$ cat src/hw/cache_cfg_pkg.sv
package cache_cfg_pkg;

	// --------------------------------------------------
	// cache geometry
	// --------------------------------------------------

	localparam int addr_w          = 16;                 // word address width
	localparam int block_w         = 2;                  // word offset bits within a block
	localparam int words_per_block = 1 << block_w;       // 4 words per block
	localparam int num_lines       = 8;                  // blocks held in the cache
	localparam int line_w          = $clog2(num_lines);  // line index width
	localparam int tag_w           = addr_w - block_w;   // fully associative so no index bits

	// --------------------------------------------------
	// word address views
	// --------------------------------------------------

	// the same 16 bits seen either as a flat address or split for the CAM
	typedef union packed {
		logic [addr_w-1:0] raw;              // flat word address
		struct packed {
			logic [tag_w-1:0]   tag;         // block address, compared in the CAM
			logic [block_w-1:0] offset;      // word within the block
		} fields;
	} word_addr_u;

endpackage

$ cat src/hw/cache_if_pkg.sv
package cache_if_pkg;

	// --------------------------------------------------
	// core side request
	// --------------------------------------------------

	// held stable by the core while l1_req is high
	typedef struct packed {
		logic                      rw;       // 1 = write
		cache_cfg_pkg::word_addr_u addr;     // word address
		logic [31:0]               wdata;    // store data, ignored on reads
	} l1_cmd_t;

	// --------------------------------------------------
	// memory side request
	// --------------------------------------------------

	// one transaction moves a whole block
	typedef struct packed {
		logic                                        rw;      // 1 = write-back
		logic [cache_cfg_pkg::tag_w-1:0]             tag;     // block address
		logic [cache_cfg_pkg::words_per_block*32-1:0] wblock; // word i at bits 32*i
	} mem_cmd_t;

	// --------------------------------------------------
	// performance events
	// --------------------------------------------------

	// single cycle pulses from the controller
	typedef struct packed {
		logic hit;        // first lookup hit
		logic miss;       // first lookup miss
		logic writeback;  // dirty block sent to memory
	} perf_evt_t;

endpackage

$ cat src/hw/cache_controller.sv
module cache_controller (
	input  logic                                                  clock_bus_i,
	input  logic                                                  resetn_i,
	input  logic                                                  l1_req_i,
	input  cache_if_pkg::l1_cmd_t                                 l1_cmd_i,
	output logic                                                  l1_ack_o,
	input  logic                                                  cam_hit_i,
	input  logic [cache_cfg_pkg::line_w-1:0]                      cam_line_i,
	input  logic [cache_cfg_pkg::tag_w-1:0]                       cam_victim_tag_i,
	input  logic                                                  cam_victim_valid_i,
	output logic                                                  cam_wren_o,
	output logic [cache_cfg_pkg::line_w-1:0]                      cam_line_o,
	output logic [cache_cfg_pkg::tag_w-1:0]                       cam_tag_o,
	output logic [cache_cfg_pkg::line_w+cache_cfg_pkg::block_w-1:0] ram_addr_o,
	output logic                                                  ram_wren_o,
	output logic [31:0]                                           ram_wdata_o,
	input  logic [31:0]                                           ram_rdata_i,
	output logic                                                  mem_req_o,
	output cache_if_pkg::mem_cmd_t                                mem_cmd_o,
	input  logic                                                  mem_ack_i,
	input  logic [127:0]                                          mem_rblock_i,
	output cache_if_pkg::perf_evt_t                               perf_o
);
	import cache_cfg_pkg::*;
	import cache_if_pkg::*;

	typedef enum logic [2:0] {
		S_IDLE, S_LOOKUP, S_ACCESS, S_WB_GATHER, S_WB_HS, S_FILL_HS, S_FILL_WR, S_ACK
	} state_t;

	typedef logic [block_w:0] cnt_t;  // one spare bit for the gather drain

	state_t               state_q;
	l1_cmd_t              cmd_q;         // registered core request
	logic [line_w-1:0]    line_q;        // line being served
	logic [line_w-1:0]    vptr_q;        // round-robin victim
	logic [num_lines-1:0] dirty_q;
	cnt_t                 cnt_q;         // word counter for gather / fill
	logic [block_w-1:0]   wb_idx;
	logic [127:0]         fill_q;        // block returned by memory
	mem_cmd_t             mem_cmd_q;
	logic                 victim_dirty;
	logic                 fill_ack;
	logic                 word_walk;

	// --------------------------------------------------
	// datapath glue
	// --------------------------------------------------

	assign victim_dirty = cam_victim_valid_i && dirty_q[vptr_q];  // needs a write-back
	assign fill_ack     = (state_q == S_FILL_HS) && mem_req_o && mem_ack_i;
	assign word_walk    = (state_q == S_WB_GATHER) || (state_q == S_FILL_WR);
	assign wb_idx       = cnt_q[block_w-1:0] - 1'b1;  // RAM read lags the address by one

	assign cam_tag_o  = cmd_q.addr.fields.tag;  // lookup and install tag
	assign cam_line_o = vptr_q;                 // victim report / install line
	assign cam_wren_o = fill_ack;               // install as the block arrives

	assign ram_addr_o  = {line_q, word_walk ? cnt_q[block_w-1:0] : cmd_q.addr.fields.offset};
	assign ram_wren_o  = (state_q == S_FILL_WR) || ((state_q == S_ACCESS) && cmd_q.rw);
	assign ram_wdata_o = (state_q == S_FILL_WR) ? fill_q[cnt_q[block_w-1:0]*32 +: 32]
	                                            : cmd_q.wdata;

	assign mem_cmd_o = mem_cmd_q;

	// --------------------------------------------------
	// control FSM
	// --------------------------------------------------

	always_ff @(posedge clock_bus_i) begin
		if (!resetn_i) begin
			state_q   <= S_IDLE;
			l1_ack_o  <= 1'b0;
			mem_req_o <= 1'b0;
			line_q    <= '0;
			vptr_q    <= '0;
			dirty_q   <= '0;
			cnt_q     <= '0;
			perf_o    <= '0;
		end else begin
			perf_o <= '0;  // flags are single pulses
			case (state_q)
				S_IDLE: if (l1_req_i) state_q <= S_LOOKUP;  // cmd latched this edge
				S_LOOKUP: begin
					cnt_q <= '0;
					if (cam_hit_i) begin
						line_q      <= cam_line_i;
						perf_o.hit  <= 1'b1;
						state_q     <= S_ACCESS;
					end else begin
						line_q      <= vptr_q;  // victim becomes the new home
						perf_o.miss <= 1'b1;
						if (victim_dirty) begin
							state_q <= S_WB_GATHER;
						end else begin
							mem_req_o <= 1'b1;      // straight to fill
							state_q   <= S_FILL_HS;
						end
					end
				end
				S_WB_GATHER: begin
					cnt_q <= cnt_q + 1'b1;
					if (cnt_q == cnt_t'(words_per_block)) begin  // last word captured
						mem_req_o <= 1'b1;
						state_q   <= S_WB_HS;
					end
				end
				S_WB_HS: begin
					if (mem_req_o && mem_ack_i) begin
						mem_req_o        <= 1'b0;
						perf_o.writeback <= 1'b1;
					end else if (!mem_req_o && !mem_ack_i) begin
						mem_req_o <= 1'b1;   // handshake closed so the fill starts
						state_q   <= S_FILL_HS;
					end
				end
				S_FILL_HS: begin
					if (fill_ack) begin
						mem_req_o       <= 1'b0;
						dirty_q[line_q] <= 1'b0;          // fresh block is clean
						vptr_q          <= vptr_q + 1'b1; // advance after every fill
					end else if (!mem_req_o && !mem_ack_i) begin
						cnt_q   <= '0;
						state_q <= S_FILL_WR;
					end
				end
				S_FILL_WR: begin
					cnt_q <= cnt_q + 1'b1;  // one RAM word per cycle
					if (cnt_q == cnt_t'(words_per_block - 1)) state_q <= S_ACCESS;
				end
				S_ACCESS: begin
					if (cmd_q.rw) begin
						dirty_q[line_q] <= 1'b1;
						l1_ack_o        <= 1'b1;  // write acks now while a read waits for RAM
					end
					state_q <= S_ACK;
				end
				S_ACK: begin
					if (!l1_ack_o) begin
						l1_ack_o <= 1'b1;         // read data valid from here on
					end else if (!l1_req_i) begin
						l1_ack_o <= 1'b0;
						state_q  <= S_IDLE;
					end
				end
				default: state_q <= S_IDLE;
			endcase
		end
	end

	// --------------------------------------------------
	// payload registers
	// --------------------------------------------------

	always_ff @(posedge clock_bus_i) begin
		case (state_q)
			S_IDLE: if (l1_req_i) cmd_q <= l1_cmd_i;
			S_LOOKUP: begin
				if (!cam_hit_i) begin
					mem_cmd_q.rw  <= victim_dirty;
					mem_cmd_q.tag <= victim_dirty ? cam_victim_tag_i : cmd_q.addr.fields.tag;
				end
			end
			S_WB_GATHER: begin
				if (cnt_q != '0) mem_cmd_q.wblock[wb_idx*32 +: 32] <= ram_rdata_i;
			end
			S_WB_HS: begin
				if (!mem_req_o && !mem_ack_i) begin
					mem_cmd_q.rw  <= 1'b0;    // fill of the missed block
					mem_cmd_q.tag <= cmd_q.addr.fields.tag;
				end
			end
			S_FILL_HS: if (fill_ack) fill_q <= mem_rblock_i;
			default: ;
		endcase
	end

endmodule

$ cat src/hw/cache_data_ram.sv
module cache_data_ram (
	input  logic                                                  clock_bus_i,
	input  logic [cache_cfg_pkg::line_w+cache_cfg_pkg::block_w-1:0] addr_i,  // {line, word}
	input  logic                                                  wren_i,
	input  logic [31:0]                                           wdata_i,
	output logic [31:0]                                           rdata_o
);
	import cache_cfg_pkg::*;

	// --------------------------------------------------
	// storage
	// --------------------------------------------------

	logic [31:0] mem [num_lines*words_per_block];  // 32 words

	// write and registered read share the one edge
	// read returns the old word when both hit the same address
	always_ff @(posedge clock_bus_i) begin
		if (wren_i) begin
			mem[addr_i] <= wdata_i;
		end
		rdata_o <= mem[addr_i];  // valid one cycle after addr_i
	end

endmodule

$ cat src/hw/l2_cache_fa.sv
module l2_cache_fa (
	input  logic                   clock_bus_i,
	input  logic                   resetn_i,
	input  logic                   l1_req_i,
	input  cache_if_pkg::l1_cmd_t  l1_cmd_i,
	output logic                   l1_ack_o,
	output logic [31:0]            l1_rdata_o,
	output logic                   mem_req_o,
	output cache_if_pkg::mem_cmd_t mem_cmd_o,
	input  logic                   mem_ack_i,
	input  logic [127:0]           mem_rblock_i,
	input  logic [1:0]             metric_sel_i,
	output logic [31:0]            metric_o
);
	import cache_cfg_pkg::*;
	import cache_if_pkg::*;

	// --------------------------------------------------
	// internal wires
	// --------------------------------------------------

	logic                      cam_hit;
	logic [line_w-1:0]         cam_match_line;   // CAM -> controller
	logic [tag_w-1:0]          cam_victim_tag;
	logic                      cam_victim_valid;
	logic                      cam_wren;
	logic [line_w-1:0]         cam_victim_line;  // controller -> CAM
	logic [tag_w-1:0]          cam_tag;
	logic [line_w+block_w-1:0] ram_addr;         // {line, word}
	logic                      ram_wren;
	logic [31:0]               ram_wdata;
	perf_evt_t                 perf_evt;

	cache_controller cache_controller_inst (
		.clock_bus_i        (clock_bus_i),
		.resetn_i           (resetn_i),
		.l1_req_i           (l1_req_i),
		.l1_cmd_i           (l1_cmd_i),
		.l1_ack_o           (l1_ack_o),
		.cam_hit_i          (cam_hit),
		.cam_line_i         (cam_match_line),
		.cam_victim_tag_i   (cam_victim_tag),
		.cam_victim_valid_i (cam_victim_valid),
		.cam_wren_o         (cam_wren),
		.cam_line_o         (cam_victim_line),
		.cam_tag_o          (cam_tag),
		.ram_addr_o         (ram_addr),
		.ram_wren_o         (ram_wren),
		.ram_wdata_o        (ram_wdata),
		.ram_rdata_i        (l1_rdata_o),      // gather reads the same RAM port
		.mem_req_o          (mem_req_o),
		.mem_cmd_o          (mem_cmd_o),
		.mem_ack_i          (mem_ack_i),
		.mem_rblock_i       (mem_rblock_i),
		.perf_o             (perf_evt)
	);

	// lookup and install share one tag
	tag_cam_fa tag_cam_fa_inst (
		.clock_bus_i    (clock_bus_i),
		.resetn_i       (resetn_i),
		.tag_i          (cam_tag),
		.wren_i         (cam_wren),
		.line_i         (cam_victim_line),
		.wtag_i         (cam_tag),
		.hit_o          (cam_hit),
		.line_o         (cam_match_line),
		.victim_tag_o   (cam_victim_tag),
		.victim_valid_o (cam_victim_valid)
	);

	// read data feeds the core directly
	cache_data_ram cache_data_ram_inst (
		.clock_bus_i (clock_bus_i),
		.addr_i      (ram_addr),
		.wren_i      (ram_wren),
		.wdata_i     (ram_wdata),
		.rdata_o     (l1_rdata_o)
	);

	perf_counters perf_counters_inst (
		.clock_bus_i (clock_bus_i),
		.resetn_i    (resetn_i),
		.evt_i       (perf_evt),
		.sel_i       (metric_sel_i),
		.metric_o    (metric_o)
	);

endmodule

$ cat src/hw/perf_counters.sv
module perf_counters (
	input  logic                    clock_bus_i,
	input  logic                    resetn_i,
	input  cache_if_pkg::perf_evt_t evt_i,     // pulses from the controller
	input  logic [1:0]              sel_i,     // metric select
	output logic [31:0]             metric_o
);

	logic [31:0] hit_cnt_q;
	logic [31:0] miss_cnt_q;
	logic [31:0] wb_cnt_q;

	// --------------------------------------------------
	// event counters
	// --------------------------------------------------

	always_ff @(posedge clock_bus_i) begin
		if (!resetn_i) begin
			hit_cnt_q  <= '0;
			miss_cnt_q <= '0;
			wb_cnt_q   <= '0;
		end else begin
			if (evt_i.hit)       hit_cnt_q  <= hit_cnt_q + 32'd1;
			if (evt_i.miss)      miss_cnt_q <= miss_cnt_q + 32'd1;
			if (evt_i.writeback) wb_cnt_q   <= wb_cnt_q + 32'd1;
		end
	end

	// --------------------------------------------------
	// registered read-out
	// --------------------------------------------------

	always_ff @(posedge clock_bus_i) begin
		if (!resetn_i) begin
			metric_o <= '0;
		end else begin
			case (sel_i)
				2'd0:    metric_o <= hit_cnt_q;
				2'd1:    metric_o <= miss_cnt_q;
				2'd2:    metric_o <= wb_cnt_q;
				default: metric_o <= hit_cnt_q + miss_cnt_q;  // total accesses
			endcase
		end
	end

endmodule

$ cat src/hw/tag_cam_fa.sv
module tag_cam_fa (
	input  logic                             clock_bus_i,
	input  logic                             resetn_i,
	input  logic [cache_cfg_pkg::tag_w-1:0]  tag_i,          // lookup tag
	input  logic                             wren_i,         // install wtag_i at line_i
	input  logic [cache_cfg_pkg::line_w-1:0] line_i,         // install / victim line
	input  logic [cache_cfg_pkg::tag_w-1:0]  wtag_i,
	output logic                             hit_o,
	output logic [cache_cfg_pkg::line_w-1:0] line_o,         // matching line
	output logic [cache_cfg_pkg::tag_w-1:0]  victim_tag_o,   // tag stored at line_i
	output logic                             victim_valid_o
);
	import cache_cfg_pkg::*;

	logic [tag_w-1:0]     tag_q [num_lines];  // stored tags
	logic [num_lines-1:0] valid_q;
	logic [num_lines-1:0] match;

	// --------------------------------------------------
	// parallel compare
	// --------------------------------------------------

	always_comb begin
		for (int i = 0; i < num_lines; i++) begin
			match[i] = valid_q[i] && (tag_q[i] == tag_i);  // invalid lines never hit
		end
	end

	assign hit_o = |match;

	// one-hot to index as at most one line matches
	always_comb begin
		line_o = '0;
		for (int i = 0; i < num_lines; i++) begin
			if (match[i]) begin
				line_o = line_w'(i);
			end
		end
	end

	// --------------------------------------------------
	// install
	// --------------------------------------------------

	always_ff @(posedge clock_bus_i) begin
		if (!resetn_i) begin
			valid_q <= '0;                 // all lines start empty
		end else if (wren_i) begin
			valid_q[line_i] <= 1'b1;
		end
	end

	always_ff @(posedge clock_bus_i) begin
		if (wren_i) begin
			tag_q[line_i] <= wtag_i;
		end
	end

	// victim info for the write-back address
	assign victim_tag_o   = tag_q[line_i];
	assign victim_valid_o = valid_q[line_i];

endmodule

$ cat config.mk
export PLATFORM = sky130hd
export DESIGN_NAME = l2_cache_fa
export DESIGN_NICKNAME = d
export VERILOG_FILES = /design/src/hw/cache_cfg_pkg.sv /design/src/hw/cache_if_pkg.sv /design/src/hw/cache_controller.sv /design/src/hw/cache_data_ram.sv /design/src/hw/l2_cache_fa.sv /design/src/hw/perf_counters.sv /design/src/hw/tag_cam_fa.sv
export SDC_FILE = /design/constraint.sdc
export NUM_CORES = 2
export LEC_CHECK = 0
export BUFFER_PORTS_ARGS = -buffer_cell sky130_fd_sc_hd__buf_2
export CAP_MARGIN = 20
export CORE_AREA = 3 3 386 388
export CTS_CLUSTER_SIZE = 16
export DETAILED_ROUTE_END_ITERATION = 7
export DIE_AREA = 0 0 389 391
export PLACE_DENSITY = 0.7
export SYNTH_ARGS = -nofsm -noshare
export SYNTH_HDL_FRONTEND = slang
export SYNTH_SLANG_ARGS = --single-unit
$ cat constraint.sdc
create_clock -name clock_bus_i -period 9.5 [get_ports clock_bus_i]
set_input_delay 1.425 -clock clock_bus_i [delete_from_list [all_inputs] [get_ports clock_bus_i]]
set_output_delay 1.425 -clock clock_bus_i [all_outputs]
set_load 0.01 [all_outputs]
==> flow_summary.yaml <==
sta:
  fin_setup_tns_ns: 0
  layout_worst_path_cycle_share: 0.523
  timing_max_transition_violations_final: 0
  transition_time_at_the_pin_with_the_least_slew_margin_ns: 1.08
  final-hold-violation-count: 0
  timing.clock.skew_ns: 0.0274
  grt_setup_unrepaired: "no"
  slew_headroom: 0.278
  timing.final.crit_period_ns: 4.97
  maxClockFrequency_mhz: 201
  setup_violations: 0
status:
  outcome: "complete, no violations"
yosys:
  synthFlopType: "edfxtp_1"
  synth_cell_type_count: 66
  edff_count_synth: 1456
  mappedNetlistNets: 3845
  synthesis.area_um2: 65400
  post_synth_inst_count: 3619
  fraction_of_synthesis_flops_using_an_asynchronous_set_or_reset_pin: 0
  ys_seq_elements: 1652
  seq_area_frac_synth: 0.729
  ys.warnings.count: 0
  synthesis.area_per_instance_um2: 18.1
finish:
  instances_no_fill: 6141
  layout_commonest_cell: "edfxtp_1"
  post_route_cells_drive_above_1_share: 0.278
  multi_input_comb_area_um2: 17000
  seqCellArea_um2: 47700
  commonest_non_fill_non_tap_cells_in_the_layout: "edfxtp_1 (1456), buf_2 (391), mux4_2 (329)"
  area_growth_pct: 15.1
  fill_cells: 11600
  fin_nets: 4301
cts:
  clock_path_buffers: 3
  worstSkewPairLatency_ns: 0.81
  numClockSinks: 1652
  postCtsSetupRepairBufs: 0
  numCtsBuffers: 169
  tritoncts: "yes"
  clockRootBuffer: "clkbuf_16"
  clk_transition_reported_paths_ns: 0.06
  ctsHoldBuffers: 0
  cts-htree-levels: 4
  cts_resized: 0
worst_setup_path:
  critical_path_class: "flop to flop"
  crit_path_cell_trace: "nor2b_1 > o21ai_4 > nor2_1 > a21o_4 > buf_4 > buf_4 > mux4_2 > a22oi_1 > nand4_1"
  worst_path_largest_cell_delay_ns: 0.86
  critical_path_peak_fanout: 48
  worst_setup_path_start_kind: "flop"
  path_common_cell: "buf_4"
  regToRegSetupSlack_ns: 4.53
  end_kind: "flop"
  critical_path_required_ns: 10.16
  cp_slowest_cell: "buf_4"
  worst-endpoint-arrival_ns: 5.63
place:
  gp_congestion: 0.860
  placement.io_buffers: 391
  placedCellCount: 5819
  dp.final_hpwl_um: 97700
min_path:
  min_path_type: "flop to flop"
die:
  initial_utilization: 0.449
  fp.dieArea_um2: 152000
  boundaryPins: 392
  coreArea_um2: 146000
  die_height_um: 391
  fp.dieW_um: 389
  floorplan.rows: 140
detailed_routing:
  routed_via_density: 5.84
  route.final.wire_length_um: 170000
  route.detailed.wl_per_inst_um: 27.8
  detail-route-antenna-nets: 0
  num_vias: 35900
  initialDrtViolationCount: 3433
  drcViolationCount: 0
  firstDrtPassIters: 7
global_route:
  grt_pass1_vias: 36000
  grt.total_usage: 0.223
  overflow: 0
  grt_antenna_before_repair: 10
  grt_max_degree: 160
  wire_length_of_the_first_global_routing_pass_um: 247000
power_and_ir_drop:
  static-leakage-power_uw: 0.0247
  cellPowerDensity_nw_per_um2: 239
  vdd_ir_drop_max_uv: 158
flow_run:
  max_cap_violations: 0
## worst max-delay path, delay by kind of cell (launching register included)
family	cells	cell delay (ns)
buffers and inverters	2	1.60
AO/OA/AOI/OAI	3	0.93
AND/OR/NAND/NOR	3	0.78
flip-flops	1	0.77
multiplexers	1	0.63
## Yosys cell counts (24+ instances only)
library cell,count,area (um^2)
edfxtp_1,1456,43700
ha_1,42,526
a21oi_1,93,465
nand2_1,86,323
nor3_1,51,255
and3_1,33,206
mux4_2,329,7410
and2_1,61,382
mux2_2,47,529
nor2_1,270,1010
a22oi_1,133,998
o21ai_0,36,180
xnor2_1,147,1290
xor2_1,71,622
nand2b_1,36,225
buf_4,24,180
buf_1,26,97.6
clkbuf_1,113,424
nand4_1,76,475
mux2i_1,26,260
dfxtp_1,196,3920
nand3_1,52,260
## path summary, 6_finish.rpt
path / from / to / cells after the start
min: tag_cam_fa_inst.valid_q[4] / tag_cam_fa_inst.valid_q[4] / 2
min reg2reg: tag_cam_fa_inst.valid_q[4] / tag_cam_fa_inst.valid_q[4] / 2
max: cache_controller_inst.state_q[0] / cache_data_ram_inst.rdata_o[1] / 9
max reg2reg: cache_controller_inst.state_q[0] / cache_data_ram_inst.rdata_o[1] / 9
## power breakdown
group | switching, uW | internal (uW) | leakage [uW] | total, uW
registers | 434 | 8460 | 0.0147 | 8900
logic | 1620 | 994 | 0.00734 | 2610
clock network | 2780 | 3710 | 0.00262 | 6490
total | 4830 | 13200 | 0.0247 | 18000
## cells by family after synthesis
kind of cell / after synthesis / share of synthesized area
XOR/XNOR: 218 / 0.0292
flip-flops: 1652 / 0.729
buffers and inverters: 216 / 0.0157
AO/OA/AOI/OAI: 359 / 0.0376
multiplexers: 402 / 0.125
AND/OR/NAND/NOR: 729 / 0.0549
adder cells (fa/ha/maj): 43 / 0.00834
## state kept, by name, summed over array words and instances (netlist names), 3 cells and up, named ones only
name	cells
cache_controller_inst.perf_o	3
cache_data_ram_inst.mem	1024
perf_counters_inst.miss_cnt_q	32
cache_controller_inst.cmd_q	35
cache_controller_inst.fill_q	128
perf_counters_inst.wb_cnt_q	32
cache_controller_inst.mem_cmd_o	143
perf_counters_inst.metric_o	32
tag_cam_fa_inst.tag_q	112
cache_controller_inst.cam_tag_o	14
cache_controller_inst.line_q	3
perf_counters_inst.hit_cnt_q	32
tag_cam_fa_inst.valid_q	8
cache_controller_inst.cam_line_o	3
cache_controller_inst.state_q	3
cache_controller_inst.cnt_q	3
cache_data_ram_inst.rdata_o	32
## metal layers
layer	global-route usage	part of all wire
met1	0.295	0.38
met2	0.367	0.49
met3	0.0525	0.10
met4	0.0726	0.030
met5	0	0.00016
## stage by stage
| stage | hold slack [ns] | worst slack (ns) | area (um^2) | utilization | power (uW) |
|---|---|---|---|---|---|
| after floorplan | 0.457 | 2.48 | 65400 | - | 10600 |
| after detailed placement | 0.493 | 4.47 | 69700 | 0.479 | 11700 |
| after global routing | 0.529 | 4.04 | 75200 | 0.516 | 18600 |
| after CTS | 0.503 | 4.41 | 75200 | 0.516 | 18100 |
| final | 0.509 | 4.53 | 75200 | 0.516 | 18000 |
| after global placement | 0.482 | 4.60 | 69700 | 0.479 | 11600 |
## final cells by class
cell class                 count  area share
antenna                        7    0.000233
clock buffer                 234      0.0623
clock inverter                79     0.00993
inverter                      23     0.00123
multi-input combinational   1751       0.226
sequential                  1652       0.633
tap                         1917      0.0319
timing repair buffer         478      0.0355
No activity file was read; power rests on OpenSTA's default activity.
